[src/include/cpu_defs.svh]
`ifndef CPU_DEFS_SVH
`define CPU_DEFS_SVH

// one machine word, registers and bus data
`define DATA_WIDTH 16

// program counter and memory address
`define ADDR_WIDTH 8

// selects one of the four registers
`define REG_INDEX_WIDTH 2

`endif

[src/verilog/architecture.sv]
package architecture;

    // instruction word: [15:12] opcode, [11:10] rd, [9:8] rs, [7:0] immediate
    typedef enum logic [3:0] {
        ADD  = 4'h0,
        SUB  = 4'h1,
        AND  = 4'h2,
        OR   = 4'h3,
        XOR  = 4'h4,
        LDI  = 4'h5,
        LD   = 4'h6,
        ST   = 4'h7,
        BR   = 4'h8,
        HALT = 4'hF         // 9 to E decode as halt as well
    } opcodes;

    typedef enum logic [2:0] {
        ALWAYS = 3'd0,
        EQ     = 3'd1,
        NE     = 3'd2,
        CS     = 3'd3,
        CC     = 3'd4,
        MI     = 3'd5,
        PL     = 3'd6,
        VS     = 3'd7
    } conditions;

    localparam int FLAG_N = 3;
    localparam int FLAG_Z = 2;
    localparam int FLAG_C = 1;
    localparam int FLAG_V = 0;

endpackage

[src/verilog/controllerPkg.sv]
package controllerPkg;

    typedef enum logic [3:0] {
        FETCH0,
        FETCH1,
        FETCH2,
        EXECUTE,
        MEM0,
        MEM1,
        MEM2,
        WRITEBACK,
        HALTED
    } states;

    typedef enum logic [2:0] {
        ADD,
        SUB,
        AND,
        OR,
        XOR,
        PASS                // rs straight through, idle setting
    } aluOps;

    typedef enum logic [1:0] {
        ALU,
        IMMEDIATE,
        MEMORY
    } resultSelects;

endpackage

[src/verilog/conditionCheckLogic.sv]
`timescale 1ns/1ns

module conditionCheckLogic(
    input   architecture::conditions    condition,
    input   logic               [3:0]   flags,
    output  logic                       conditionResult
    );


    always_comb begin
        case (condition)
            architecture::ALWAYS:   conditionResult = 1'b1;
            architecture::EQ:       conditionResult = flags[architecture::FLAG_Z];
            architecture::NE:       conditionResult = !flags[architecture::FLAG_Z];
            architecture::CS:       conditionResult = flags[architecture::FLAG_C];
            architecture::CC:       conditionResult = !flags[architecture::FLAG_C];
            architecture::MI:       conditionResult = flags[architecture::FLAG_N];
            architecture::PL:       conditionResult = !flags[architecture::FLAG_N];
            architecture::VS:       conditionResult = flags[architecture::FLAG_V];
            default:                conditionResult = 1'b0;
        endcase
    end


endmodule

[src/verilog/controlOutputLogic.sv]
`timescale 1ns/1ns

module controlOutputLogic(
    input   logic                           clk,
    input   logic                           rstN,
    input   logic                           enable,
    input   architecture::opcodes           instruction,
    input   controllerPkg::states           state,
    input   controllerPkg::states           nextState,
    output  logic                           irLoad,
    output  logic                           pcIncrement,
    output  logic                           pcLoad,
    output  logic                           regWrite,
    output  controllerPkg::resultSelects    resultSelect,
    output  controllerPkg::aluOps           aluOp,
    output  logic                           flagsWrite,
    output  logic                           mdrLoad,
    output  logic                           addressFromImmediate,
    output  logic                           memReq,
    output  logic                           memWe,
    output  logic                           halted
    );


    logic                           aluInstruction;
    controllerPkg::aluOps           aluOpDecoded;
    logic                           executeNext;

    assign executeNext = (nextState == controllerPkg::EXECUTE);

    always_comb begin
        aluInstruction = 1'b1;
        case (instruction)
            architecture::ADD:  aluOpDecoded = controllerPkg::ADD;
            architecture::SUB:  aluOpDecoded = controllerPkg::SUB;
            architecture::AND:  aluOpDecoded = controllerPkg::AND;
            architecture::OR:   aluOpDecoded = controllerPkg::OR;
            architecture::XOR:  aluOpDecoded = controllerPkg::XOR;
            default: begin
                aluOpDecoded = controllerPkg::PASS;
                aluInstruction = 1'b0;
            end
        endcase
    end


    always_ff @(posedge clk) begin
        if (!rstN) begin
            irLoad <= 1'b0;
            pcIncrement <= 1'b0;
            pcLoad <= 1'b0;
            regWrite <= 1'b0;
            resultSelect <= controllerPkg::ALU;
            aluOp <= controllerPkg::PASS;
            flagsWrite <= 1'b0;
            mdrLoad <= 1'b0;
            addressFromImmediate <= 1'b0;
            memReq <= 1'b0;
            memWe <= 1'b0;
            halted <= 1'b0;
        end else begin
            // ir and mdr track the bus until the ack edge leaves the wait state
            irLoad <= (nextState == controllerPkg::FETCH1);
            mdrLoad <= (nextState == controllerPkg::MEM1) && (instruction == architecture::LD);
            pcIncrement <= enable && (state == controllerPkg::FETCH1);   // single pulse
            pcLoad <= executeNext && (instruction == architecture::BR);  // taken only

            regWrite <= (executeNext && (aluInstruction || instruction == architecture::LDI))
                || (nextState == controllerPkg::WRITEBACK);
            flagsWrite <= executeNext && aluInstruction;
            aluOp <= aluOpDecoded;

            if (nextState == controllerPkg::WRITEBACK) begin
                resultSelect <= controllerPkg::MEMORY;
            end else if (instruction == architecture::LDI) begin
                resultSelect <= controllerPkg::IMMEDIATE;
            end else begin
                resultSelect <= controllerPkg::ALU;
            end

            addressFromImmediate <= nextState inside {controllerPkg::MEM0,
                controllerPkg::MEM1, controllerPkg::MEM2};

            if (nextState == controllerPkg::FETCH1 || nextState == controllerPkg::MEM1) begin
                memReq <= 1'b1;                                         // open
                memWe <= (nextState == controllerPkg::MEM1) && (instruction == architecture::ST);
            end else if (memReq && enable) begin
                memReq <= 1'b0;                                         // ack seen, close
                memWe <= 1'b0;
            end

            halted <= (nextState == controllerPkg::HALTED);
        end
    end


endmodule

[src/verilog/controller.sv]
`timescale 1ns/1ns

module controller(
    input   logic                           clk,
    input   logic                           rstN,
    input   architecture::opcodes           opcode,
    input   architecture::conditions        condition,
    input   logic                   [3:0]   flags,
    input   logic                           memAck,
    output  logic                           irLoad,
    output  logic                           pcIncrement,
    output  logic                           pcLoad,
    output  logic                           regWrite,
    output  controllerPkg::resultSelects    resultSelect,
    output  controllerPkg::aluOps           aluOp,
    output  logic                           flagsWrite,
    output  logic                           mdrLoad,
    output  logic                           addressFromImmediate,
    output  logic                           memReq,
    output  logic                           memWe,
    output  logic                           halted
    );


    architecture::opcodes       instruction;
    logic                       enable;
    controllerPkg::states       state;
    controllerPkg::states       nextState;
    logic                       conditionResult;


    assign instruction = opcode;                // no separate decoder needed


    stallLogic
    stallLogic(
        .state,
        .memAck,
        .enable
    );


    controllerState
    controllerState(
        .clk,
        .rstN,
        .enable,
        .instruction,
        .conditionResult,
        .state,
        .nextState
    );


    conditionCheckLogic
    conditionCheckLogic(
        .condition,
        .flags,
        .conditionResult
    );


    controlOutputLogic
    controlOutputLogic(
        .clk,
        .rstN,
        .enable,
        .instruction,
        .state,
        .nextState,
        .irLoad,
        .pcIncrement,
        .pcLoad,
        .regWrite,
        .resultSelect,
        .aluOp,
        .flagsWrite,
        .mdrLoad,
        .addressFromImmediate,
        .memReq,
        .memWe,
        .halted
    );


endmodule

[src/verilog/controllerState.sv]
`timescale 1ns/1ns

module controllerState(
    input   logic                       clk,
    input   logic                       rstN,
    input   logic                       enable,
    input   architecture::opcodes       instruction,
    input   logic                       conditionResult,
    output  controllerPkg::states       state,
    output  controllerPkg::states       nextState
    );


    always_comb begin
        nextState = state;                                  // hold while stalled
        if (enable) begin
            case (state)
                controllerPkg::FETCH0:  nextState = controllerPkg::FETCH1;
                controllerPkg::FETCH1:  nextState = controllerPkg::FETCH2;

                // a branch that fails its condition has nothing to execute
                controllerPkg::FETCH2: begin
                    if (instruction == architecture::BR && !conditionResult) begin
                        nextState = controllerPkg::FETCH0;
                    end else begin
                        nextState = controllerPkg::EXECUTE;
                    end
                end

                controllerPkg::EXECUTE: begin
                    case (instruction)
                        architecture::ADD,
                        architecture::SUB,
                        architecture::AND,
                        architecture::OR,
                        architecture::XOR,
                        architecture::LDI,
                        architecture::BR:   nextState = controllerPkg::FETCH0;
                        architecture::LD,
                        architecture::ST:   nextState = controllerPkg::MEM0;
                        default:            nextState = controllerPkg::HALTED;
                    endcase
                end

                controllerPkg::MEM0:    nextState = controllerPkg::MEM1;
                controllerPkg::MEM1:    nextState = controllerPkg::MEM2;

                controllerPkg::MEM2: begin
                    if (instruction == architecture::LD) begin
                        nextState = controllerPkg::WRITEBACK;
                    end else begin
                        nextState = controllerPkg::FETCH0;
                    end
                end

                controllerPkg::WRITEBACK:   nextState = controllerPkg::FETCH0;
                default:                    nextState = controllerPkg::HALTED;
            endcase
        end
    end


    always_ff @(posedge clk) begin
        if (!rstN) begin
            state <= controllerPkg::FETCH0;
        end else if (enable) begin
            state <= nextState;
        end
    end


endmodule

[src/verilog/cpuCore.sv]
`timescale 1ns/1ns

`include "cpu_defs.svh"

module cpuCore(
    input   logic                       clk,
    input   logic                       rstN,
    input   logic                       memAck,
    input   logic   [`DATA_WIDTH-1:0]   memRdata,
    output  logic                       memReq,
    output  logic                       memWe,
    output  logic   [`ADDR_WIDTH-1:0]   memAddr,
    output  logic   [`DATA_WIDTH-1:0]   memWdata,
    output  logic                       halted
    );


    architecture::opcodes           opcode;
    architecture::conditions        condition;
    logic                   [3:0]   flags;
    logic                           irLoad;
    logic                           pcIncrement;
    logic                           pcLoad;
    logic                           regWrite;
    controllerPkg::resultSelects    resultSelect;
    controllerPkg::aluOps           aluOp;
    logic                           flagsWrite;
    logic                           mdrLoad;
    logic                           addressFromImmediate;


    controller
    controller(
        .clk, .rstN, .opcode, .condition, .flags, .memAck,
        .irLoad, .pcIncrement, .pcLoad, .regWrite, .resultSelect, .aluOp,
        .flagsWrite, .mdrLoad, .addressFromImmediate, .memReq, .memWe, .halted
    );


    datapath
    datapath(
        .clk, .rstN, .irLoad, .pcIncrement, .pcLoad, .regWrite, .resultSelect,
        .aluOp, .flagsWrite, .mdrLoad, .addressFromImmediate, .memRdata,
        .opcode, .condition, .flags, .memAddr, .memWdata
    );


endmodule

[src/verilog/datapath.sv]
`timescale 1ns/1ns

`include "cpu_defs.svh"

module datapath(
    input   logic                           clk,
    input   logic                           rstN,
    input   logic                           irLoad,
    input   logic                           pcIncrement,
    input   logic                           pcLoad,
    input   logic                           regWrite,
    input   controllerPkg::resultSelects    resultSelect,
    input   controllerPkg::aluOps           aluOp,
    input   logic                           flagsWrite,
    input   logic                           mdrLoad,
    input   logic                           addressFromImmediate,
    input   logic   [`DATA_WIDTH-1:0]       memRdata,
    output  architecture::opcodes           opcode,
    output  architecture::conditions        condition,
    output  logic   [3:0]                   flags,
    output  logic   [`ADDR_WIDTH-1:0]       memAddr,
    output  logic   [`DATA_WIDTH-1:0]       memWdata
    );


    localparam int MSB = `DATA_WIDTH - 1;

    logic   [`DATA_WIDTH-1:0]       ir;
    logic   [`DATA_WIDTH-1:0]       mdr;
    logic   [`ADDR_WIDTH-1:0]       pc;
    logic   [`DATA_WIDTH-1:0]       registers [2**`REG_INDEX_WIDTH];
    logic   [`REG_INDEX_WIDTH-1:0]  rd;
    logic   [`REG_INDEX_WIDTH-1:0]  rs;
    logic   [`ADDR_WIDTH-1:0]       immediate;
    logic   [`DATA_WIDTH-1:0]       a;
    logic   [`DATA_WIDTH-1:0]       b;
    logic   [`DATA_WIDTH:0]         sum;
    logic   [`DATA_WIDTH-1:0]       aluResult;
    logic                           aluCarry;
    logic                           aluOverflow;
    logic   [`DATA_WIDTH-1:0]       result;

    assign opcode = architecture::opcodes'(ir[15:12]);
    assign condition = architecture::conditions'(ir[11:9]);    // overlaps rd and rs
    assign rd = ir[11:10];
    assign rs = ir[9:8];
    assign immediate = ir[`ADDR_WIDTH-1:0];

    assign a = registers[rd];
    assign b = registers[rs];
    assign memAddr = addressFromImmediate ? immediate : pc;
    assign memWdata = a;

    always_comb begin
        sum = '0;
        aluCarry = 1'b0;
        aluOverflow = 1'b0;
        case (aluOp)
            controllerPkg::ADD: begin
                sum = {1'b0, a} + {1'b0, b};
                aluCarry = sum[`DATA_WIDTH];
                aluOverflow = (a[MSB] == b[MSB]) && (sum[MSB] != a[MSB]);
            end
            controllerPkg::SUB: begin
                sum = {1'b0, a} - {1'b0, b};
                aluCarry = !sum[`DATA_WIDTH];                   // carry means no borrow
                aluOverflow = (a[MSB] != b[MSB]) && (sum[MSB] != a[MSB]);
            end
            controllerPkg::AND: sum = {1'b0, a & b};
            controllerPkg::OR:  sum = {1'b0, a | b};
            controllerPkg::XOR: sum = {1'b0, a ^ b};
            default:            sum = {1'b0, b};
        endcase
        aluResult = sum[MSB:0];
    end

    always_comb begin
        case (resultSelect)
            controllerPkg::IMMEDIATE:   result = {{(`DATA_WIDTH-`ADDR_WIDTH){1'b0}}, immediate};
            controllerPkg::MEMORY:      result = mdr;
            default:                    result = aluResult;
        endcase
    end

    // ir and mdr keep loading during the wait, last load is the acked word
    always_ff @(posedge clk) begin
        if (irLoad) ir <= memRdata;
        if (mdrLoad) mdr <= memRdata;
    end

    always_ff @(posedge clk) begin
        if (!rstN) begin
            pc <= '0;
            flags <= '0;
            for (int i = 0; i < 2**`REG_INDEX_WIDTH; i++) begin
                registers[i] <= '0;
            end
        end else begin
            if (pcLoad) begin
                pc <= immediate;                                // absolute target
            end else if (pcIncrement) begin
                pc <= pc + 1'b1;
            end
            if (regWrite) registers[rd] <= result;
            if (flagsWrite) begin
                flags[architecture::FLAG_N] <= aluResult[MSB];
                flags[architecture::FLAG_Z] <= (aluResult == '0);
                flags[architecture::FLAG_C] <= aluCarry;
                flags[architecture::FLAG_V] <= aluOverflow;
            end
        end
    end


endmodule

[src/verilog/stallLogic.sv]
`timescale 1ns/1ns

module stallLogic(
    input   controllerPkg::states       state,
    input   logic                       memAck,
    output  logic                       enable
    );


    // the bus handshake is only ever waited on here
    always_comb begin
        case (state)
            controllerPkg::FETCH1,
            controllerPkg::MEM1:    enable = memAck;        // wait for ack
            controllerPkg::FETCH2,
            controllerPkg::MEM2:    enable = !memAck;       // wait for ack to drop
            controllerPkg::HALTED:  enable = 1'b0;
            default:                enable = 1'b1;
        endcase
    end


endmodule
[config.mk]
export PLATFORM = sky130hd
export DESIGN_NAME = cpuCore
export DESIGN_NICKNAME = d
export VERILOG_FILES = /design/src/verilog/architecture.sv /design/src/verilog/controllerPkg.sv /design/src/verilog/conditionCheckLogic.sv /design/src/verilog/controlOutputLogic.sv /design/src/verilog/controller.sv /design/src/verilog/controllerState.sv /design/src/verilog/cpuCore.sv /design/src/verilog/datapath.sv /design/src/verilog/stallLogic.sv
export VERILOG_INCLUDE_DIRS = /design/src /design/src/include
export SDC_FILE = /design/constraint.sdc
export NUM_CORES = 1
export LEC_CHECK = 0
export BUFFER_PORTS_ARGS = -buffer_cell sky130_fd_sc_hd__buf_2
export CAP_MARGIN = 20
export CORE_ASPECT_RATIO = 0.75
export CORE_MARGIN = 2
export CORE_UTILIZATION = 62
export CTS_CLUSTER_DIAMETER = 60
export DETAILED_ROUTE_END_ITERATION = 7
export GPL_TIMING_DRIVEN = 0
export PLACE_DENSITY = 0.9
export SETUP_SLACK_MARGIN = 0.1
export SKIP_LAST_GASP = 1
export SYNTH_ARGS = -nofsm -noshare
export SYNTH_HDL_FRONTEND = slang
export SYNTH_HIERARCHICAL = 1
export SYNTH_SLANG_ARGS = --single-unit
[constraint.sdc]
create_clock -name clk -period 9.9 [get_ports clk]
set_clock_uncertainty 0.15 [all_clocks]
set_input_delay 1.485 -clock clk [delete_from_list [all_inputs] [get_ports clk]]
set_output_delay 1.485 -clock clk [all_outputs]
set_load 0.05 [all_outputs]
* Word level (Yosys, flattened, before mapping) *
Memories as Yosys holds them, arrays and structs flattened. A register that Yosys moved wholly into a read port is not among the register bits.
Cells that the tools add are included.

operators by class
  $add $sub $neg = 3
  eq/ne operators = 40
  mux-type cells = 30
  bitwise gates (word level) = 4
  reduce and logical (&&, ||, !) cells = 32

operator list
  operator               number
  $pmux W16 S5           1
  $eq A4 B3 Y1 const B   12
  $pmux W16 S2           1
  $pmux W4 S8            1
  $mux W8                3
  $eq A4 B2 Y1 const B   5
  $add A16 B16 Y17       1
  $sub A16 B16 Y17       1
  $and A16 B16 Y16       1
  $logic_not A16 Y1      1
  $mux W16               1
  $or A16 B16 Y16        1
  $reduce_or A16 Y1      1
  $xor A16 B16 Y16       1
  $eq A3 B3 Y1 const B   5
  $pmux W3 S5            1
  $eq A3 B2 Y1 const B   4
  $eq A4 B1 Y1 const B   3
  $eq A4 B4 Y1 const B   3
  $logic_and A1 B1 Y1    10
  $mux W1                10
  $mux W2                5
  $add A8 B1 Y8 const B  1
  $logic_not A4 Y1       2
  18 further kinds       34

word-level totals
  register bits after elaboration = 63
  RAM bits = 64
  ROM bits = 32
  bits of input ports = 19
  output and inout bits = 27
  memories = 2

memories
  memory              words  width  rd ports  clocked after memory_dff  write ports  RTL line               RTL
  datapath.registers  4      16     2         2                         4            datapath.sv:31         logic [`DATA_WIDTH-1:0] registers [2**`REG_INDEX_WIDTH];
  (name not given)    16     2      1         1                         0            controllerState.sv:31  case (instruction)

* Depth between registers and ports, before layout *
Gate-level depths: netlist (run 1).

  depth in word-level cells = 10
  gate-level depth with buffers = 16
  depth with buffers taken out = 14

* Cells and area by module *
The synthesis (run 1) kept the hierarchy.

modules (own cells, without submodules)
  module               instances  cells an instance  area each (sq um)  seq. area each (sq um)
  datapath             1          793                8,018.9            3,203.1
  controlOutputLogic   1          52                 520.5              300.3
  controllerState      1          30                 267.8              80.1
  conditionCheckLogic  1          9                  63.8               0.0
  stallLogic           1          4                  32.5               0.0

* Worst setup path before layout (run 1) *
No wires, ideal clock.

  path kind = flip-flop to flip-flop
  start = register with a tool-made name
  end = register datapath.flags[2]
  library setup time = 69 ps
  arrival time = 4,235 ps
  setup slack = 5,446 ps
  cell stages (with the launch flop) = 17
  cell sequence = dfxtp_1 > clkbuf_1 > buf_1 > mux4_2 > inv_1 > ha_1 > inv_1 > fa_1 > nand2b_1 > a211oi_1 > o311ai_0 > a41oi_1 > and3_1 > nor4_2 > o2111a_1 > nand4b_1 > o21ai_1

RTL lines
  element                        RTL line         RTL
  end signal, assigned by index  datapath.sv:106  flags[architecture::FLAG_N] <= aluResult[MSB];
  end signal, assigned by index  datapath.sv:107  flags[architecture::FLAG_Z] <= (aluResult == '0);
  end signal, assigned by index  datapath.sv:108  flags[architecture::FLAG_C] <= aluCarry;
  end, declared                  datapath.sv:20   output logic [3:0] flags,

==> impl_metrics.yaml, run 1 <==
sta:
  hold_viol_final: 0
  finalWorstSetupSlack_ps: 4440
  max_slew_margin_pct: 33.7
  fmax_ghz: 0.183
  timing.final.crit_share_pct: 55.2
  slew_violations: 0
  fin_crit_ps: 5460
  rsz0062_at_grt: "no"
  worst_pin_slew_ps: 993
  totalNegativeSetupSlack_ps: 0
  setup_violations: 0
synth:
  synthCells: 888
  synth_area_leader_cell: "edfxtp_1"
  synth_top_area_share_pct: 32.4
  ys.flop_type: "edfxtp_1"
  avgSynthCellArea_um2: 10.0
  synthesis.nets: 960
  async_flop_share_pct: 0
  ys_top_cells_by_area: "edfxtp_1, dfxtp_1, mux4_2"
  yosysSeqAreaShare_pct: 40.2
  synth_warnings: 6
  ys_ff_latch: 131
  synth_edf_count: 96
  synth_cell_types: 91
  syn-cell-area_um2: 8900
setup_path:
  path_depth: 14
  crit_path_cell_trace: "clkbuf_1 -> buf_1 -> mux4_2 -> inv_1 -> ha_1 -> or2_2 -> a311oi_1 -> nor2_1 -> a31oi_1 -> a21oi_1 -> mux2i_1 -> a31o_2 -> a21oi_2 -> nor2_1"
  reg2reg_depth: 14
  critPathSlowestCell: "buf_1"
  max_stage_delay_ps: 720
  cp_max_fo: 10
  crit_family: "compound AO/OA/AOI/OAI gates"
  setup.worst_path.end: "datapath/registers[1][15]"
  crit_arrival_ps: 5460
  worstPathRequired_ps: 9900
  r2r_setup_slack_ps: 4440
  crit_top_cell: "nor2_1"
  crit_type: "flop to flop"
  critPathLaunchType: "flop"
  endpoint_kind: "flop"
  cp_num_buf_inv: 3
  reg2reg_to: "datapath/registers[1][15]"
cts:
  cts_resized: 0
  clk_latency_ps: 420
  clockBufferDepth: 2
  cts_tree: "built"
  clock-root-buffer: "clkbuf_16"
  clkSlewWorstSetupHoldPaths_ps: 60
  clkSinkCount: 131
  cts_hold_buf: 0
  postCtsSetupBuffers: 0
  htree_levels: 4
  cts_buffers: 17
floorplanning:
  num_rows: 37
  die_w_um: 142
  start_util_pct: 64.1
  dieArea_um2: 15300
  io_pins: 46
  core_um2: 13900
  die_h_um: 108
detailed_routing:
  drc: 0
  wl_per_cell_um: 24.5
  via_per_inst: 7.06
  antenna_left: 0
  dr.first_iter.drc_count: 1391
  route.vias.total: 8053
  totalWireLength_um: 27900
  drt-pass1-iter-count: 8
placement:
  dp_slack_ps: 4600
  portBuffers: 45
  hpwl_um: 19500
  post_dp_cell_area_um2: 9350
  gp_congestion: 1.00
layout:
  fillers: 943
  nets: 1024
  drive_above_1_share_pct: 17.0
  syn2layout_area_growth_pct: 11.9
  final_area_um2: 9970
global_route:
  grt_max_degree: 21
  grt_use_total_pct: 38.1
  grt_pass1_vias: 7763
  antenna_found_initial: 0
  grt_pass1_wl_um: 43800
  grt_overflow_total: 0
pwr:
  ir_worst_vdd_v: 0.000184
  p_leak_nw: 3.86
  p_per_area_nw_per_um2: 283
status:
  status: "complete, no violations"
hold_path:
  min_from: "datapath/ir[8]"
  whs_path_depth: 1
  hold_path_class: "flop to flop"
job:
  max_cap_violations: 0
-- worst min-delay path by stage --
stage	endpoint
after floorplan	datapath/flags[0]
after global placement	flop
after detailed placement	controller/controlOutputLogic/memWe
after CTS	flop
after global routing	flop
final	flop
-- state kept, by name, indices dropped and copies added (netlist names), 2 cells and up, named ones only --
register,flops
controller/controlOutputLogic/aluOp,3
datapath/pc,8
datapath/ir,16
controller/controlOutputLogic/resultSelect,2
datapath/mdr,16
controller/controllerState/state,4
datapath/flags,4
datapath/registers,64
-- cell type report --
| type | instances | area (µm²) | share of cell area, % |
|---|---|---|---|
| Timing Repair Buffer | 45 | 225 | 2.26 |
| Inverter | 55 | 206 | 2.07 |
| Buffer | 54 | 277 | 2.77 |
| Clock inverter | 9 | 116 | 1.17 |
| Multi-Input combinational cell | 648 | 4840 | 48.5 |
| Tap cell | 175 | 219 | 2.20 |
| Antenna cell | 1 | 2.50 | 0.0251 |
| Sequential cell | 131 | 3580 | 36.0 |
| Clock buffer | 23 | 499 | 5.01 |
-- stage by stage --
stage                     total power, mW  utilization (%)  instances  hold slack (ps)
after CTS                            2.76             71.7       1140              343
final                                2.82             71.8       1141              340
after global routing                 2.95             71.7       1140              357
after detailed placement             2.11             67.3       1108              321
after floorplan                      1.76                -        888              296
after global placement               2.07             67.3       1108              319
-- synthesized netlist by cell type, types with 14 or more instances --
cell type / instances
a21oi_1: 42
a31oi_1: 15
buf_2: 14
clkbuf_1: 23
dfxtp_1: 35
edfxtp_1: 96
ha_1: 51
inv_1: 54
mux4_2: 29
nand2_1: 57
nand2b_1: 14
nand3_1: 20
nor2_1: 113
nor2b_1: 16
nor3_1: 16
o21ai_0: 49
o22ai_1: 14
-- worst register-to-register path, cell delays in order (launching register included) --
cell and delay, ps:
dfxtp_1 310, clkbuf_1 480, buf_1 720, mux4_2 680
inv_1 90, ha_1 300, or2_2 340, a311oi_1 580
nor2_1 230, a31oi_1 330, a21oi_1 220, mux2i_1 170
a31o_2 290, a21oi_2 220, nor2_1 70
-- cell families (layout without fill, tap and decap cells) --
logic type	count (synthesis)	in the layout	synth area share, %
and+or+nand+nor	294	294	16.4
xor gates and xnor gates	14	14	1.38
adders and majority gates	53	53	7.62
AOI/OAI and AO/OA	236	236	18.4
other	0	1	0
muxes	51	51	10.5
buffers and inverters	109	186	5.42
DFF	131	131	40.2
-- placed cells by master, fill, tap and decap left out, types with 9 or more instances in the layout --
master,count
o21a_1,11
nor2b_1,16
nor3_1,16
a221o_1,9
a211oi_1,11
a21oi_1,42
o22ai_1,14
a31oi_1,15
mux4_2,29
nor2_1,113
xnor2_1,10
buf_4,9
o21ai_0,49
dfxtp_1,35
inv_1,54
clkbuf_16,18
nand2_1,57
buf_2,59
nand2b_1,14
clkbuf_1,25
mux2_2,13
and2_1,10
edfxtp_1,96
ha_1,51
nand3_1,20
-- per-layer routing --
metal	GRT usage (%)	part of all wire, %	vias up	wire [µm]
met1	51.9	39	3808	10800
met3	9.83	13	118	3600
met4	15.1	3.8	0	1070
met5	0	0	-	0
li1	-	-	3449	-
met2	59.0	45	678	12500
-- where the power goes --
part | internal, mW | total [mW] | switching [mW] | leakage, nW
clock network | 0.408 | 0.642 | 0.234 | 0.304
registers | 0.647 | 0.704 | 0.0570 | 1.24
logic | 0.508 | 1.47 | 0.962 | 2.32
(Power assumes the default switching activity.)
==> run 2, diff against run 1 <==
ABC_AREA = 1   (was unset)
PLACE_DENSITY = 0.89   (was 0.9)
clock period = 5.3 ns   (was 9.9 ns; I/O delays follow)
==> run 2 against run 1 <==
Effect of this change:
- first-iteration DRC count up 12%
- power increased by 100%
- hold slack got worse by 23 ps
- register-to-register slack worse by 4200 ps
- final cell count increased by 38%
- global-route usage is 2.3 points lower
- sequential share of layout area down 1.1 points
- design area increased by 3.0%
- synthesized cell count up 46%
==> impl_metrics.yaml, run 2 <==
status:
  status: "complete, no violations"
layout:
  fillers: 1105
  syn2layout_area_growth_pct: 11.0
  diodes: 0
  multi_input_area_um2: 4650
  final_cell_mix: "nand2_1, inv_1, nor2_1"
  largest_register_ff_count: 64
  nets: 1434
  regArea_um2: 3580
  top_regs: "datapath/registers: 64 flops, datapath/ir: 16 flops, datapath/mdr: 16 flops"
  final_util_pct: 70.8
  largest-register: "datapath/registers"
  final_area_um2: 10300
  drive_above_1_share_pct: 9.96
  layout_commonest_cell: "nand2_1"
setup_path:
  crit_top_cell: "nand2_1"
  crit_path_cell_trace: "clkbuf_1 -> buf_1 -> nand2_1 -> a32oi_1 -> inv_1 -> ha_1 -> buf_2 -> nand2_1 -> inv_1 -> nand4_1 -> nand2_1 -> nand2_1 -> nand2_1 -> nand2_1 -> nand3_1 -> nand3_1 -> o21ai_0 -> a21oi_1"
  crit_family: "compound AO/OA/AOI/OAI gates"
  endpoint_kind: "flop"
  critPathLaunchType: "flop"
  cp_max_fo: 10
  crit_arrival_ps: 5050
  critPathSlowestCell: "a32oi_1"
  cp_num_buf_inv: 5
  worstPathRequired_ps: 5290
  max_stage_delay_ps: 660
  crit_type: "flop to flop"
cts:
  postCtsSetupBuffers: 0
  clock-root-buffer: "clkbuf_16"
  htree_levels: 4
  clkSinkCount: 131
  clockBufferDepth: 2
  cts_hold_buf: 0
  cts_tree: "built"
  cts_buffers: 17
  clkSlewWorstSetupHoldPaths_ps: 60
  cts_resized: 0
  clk_latency_ps: 430
floorplanning:
  die_w_um: 145
  dieArea_um2: 15900
  num_rows: 38
  start_util_pct: 63.8
  die_h_um: 110
  io_pins: 46
  core_um2: 14500
synth:
  synth_edf_count: 96
  synth_top_area_share_pct: 31.2
  async_flop_share_pct: 0
  post-synth-top-count-cell: "nand2_1"
  ys.flop_type: "edfxtp_1"
  synth_warnings: 6
  synth.top_cells.by_count: "nand2_1, inv_1, nor2_1"
  syn-cell-area_um2: 9250
  synth_cell_types: 47
  synthesis.nets: 1370
  yosysSeqAreaShare_pct: 38.8
  ys_ff_latch: 131
  avgSynthCellArea_um2: 7.12
  synthCells: 1298
  synth_area_leader_cell: "edfxtp_1"
  ys_top_cells_by_area: "edfxtp_1, nand2_1, dfxtp_1"
detailed_routing:
  via_per_inst: 5.99
  drc: 0
  dr.first_iter.drc_count: 1555
  totalWireLength_um: 28300
  antenna_left: 0
  drt-pass1-iter-count: 8
  route.vias.total: 9427
  wl_per_cell_um: 18.0
pwr:
  p_per_area_nw_per_um2: 554
  ir_worst_vdd_v: 0.000341
  p_leak_nw: 4.76
  finalPower_mw: 5.69
placement:
  portBuffers: 45
  dp_slack_ps: 672
  post_dp_cell_area_um2: 9720
  hpwl_um: 20900
  gp_congestion: 0.985
global_route:
  grt_pass1_vias: 8699
  antenna_found_initial: 0
  grt_use_total_pct: 35.8
  grt_pass1_wl_um: 44100
  grt_overflow_total: 0
  grt_max_degree: 22
sta:
  timing.final.crit_share_pct: 95.4
  max_slew_margin_pct: 35.9
  fin_crit_ps: 5060
  fmax_ghz: 0.198
  setup_violations: 0
  finalWorstSetupSlack_ps: 242
  worst_pin_slew_ps: 960
  totalNegativeSetupSlack_ps: 0
  hold_viol_final: 0
  slew_violations: 0
  rsz0062_at_grt: "no"
hold_path:
  hold_path_class: "flop to flop"
job:
  max_cap_violations: 0
-- run 2: cell count changes in the layout (fill, tap and decap cells not counted), sizes merged, moves of 14 or more --
cell | before | now
nand2 | 57 | 373
inv | 57 | 196
nand3 | 20 | 122
nor2 | 114 | 163
mux4 | 32 | 0
a21oi | 43 | 74
nand4 | 2 | 22
o21ai | 54 | 34
a32oi | 1 | 20
nor2b | 17 | 0
nand2b | 14 | 0
-- run 2: worst register-to-register path, stage by stage (launching register included) --
cell and delay, ps:
dfxtp_1 420, clkbuf_1 500, buf_1 580, nand2_1 100, a32oi_1 660, inv_1 110, ha_1 300, buf_2 190
nand2_1 100, inv_1 90, nand4_1 130, nand2_1 180, nand2_1 90, nand2_1 70, nand2_1 60, nand3_1 90
nand3_1 140, o21ai_0 650, a21oi_1 160
-- run 2: worst paths after layout --
path	start	slack, ps	end	cells past startpoint
worst min register to register	datapath/flags[2]	320	datapath/flags[2]	2
worst max-delay path	flop	240	datapath/registers[3][10]	18
worst min-delay path	datapath/flags[2]	320	datapath/flags[2]	2
worst max register to register	flop	240	datapath/registers[3][10]	18
-- run 2: where the power goes --
group          total (mW)  switching, mW  internal, mW
clock                1.08          0.439         0.640
combinational        3.32           2.38         0.944
sequential           1.29         0.0939          1.20
-- run 2: metrics by stage --
| step | std cells | hold WS (ps) |
|---|---|---|
| CTS | 1575 | 315 |
| global route | 1575 | 339 |
| floorplan | 1298 | 294 |
| global placement | 1543 | 305 |
| detailed placement | 1543 | 306 |
| finish | 1575 | 317 |
-- run 2: area by class of cell --
type	count	share of cell area (%)
Inverter	195	7.15
Sequential cell	131	34.9
Tap cell	200	2.44
Timing Repair Buffer	45	2.19
Buffer	51	2.68
Clock buffer	19	4.22
Clock inverter	13	1.08
Multi-Input combinational cell	921	45.3
-- run 2: routing by layer --
layer | track usage [%] | wire length (µm) | vias up
met1 | 47.1 | 11000 | 4214
met2 | 56.6 | 12100 | 750
met4 | 15.4 | 1060 | 0
met3 | 9.75 | 4060 | 116
li1 | - | - | 4347
met5 | 0 | 0 | -
-- run 2: kinds of logic after synthesis --
group | share of synthesized area (%)
AOI/OAI and AO/OA | 10.2
xor gates and xnor gates | 0.758
adders and majority gates | 7.33
buffers and inverters | 10.9
DFF | 38.8
muxes | 0.365
and+or+nand+nor | 31.6
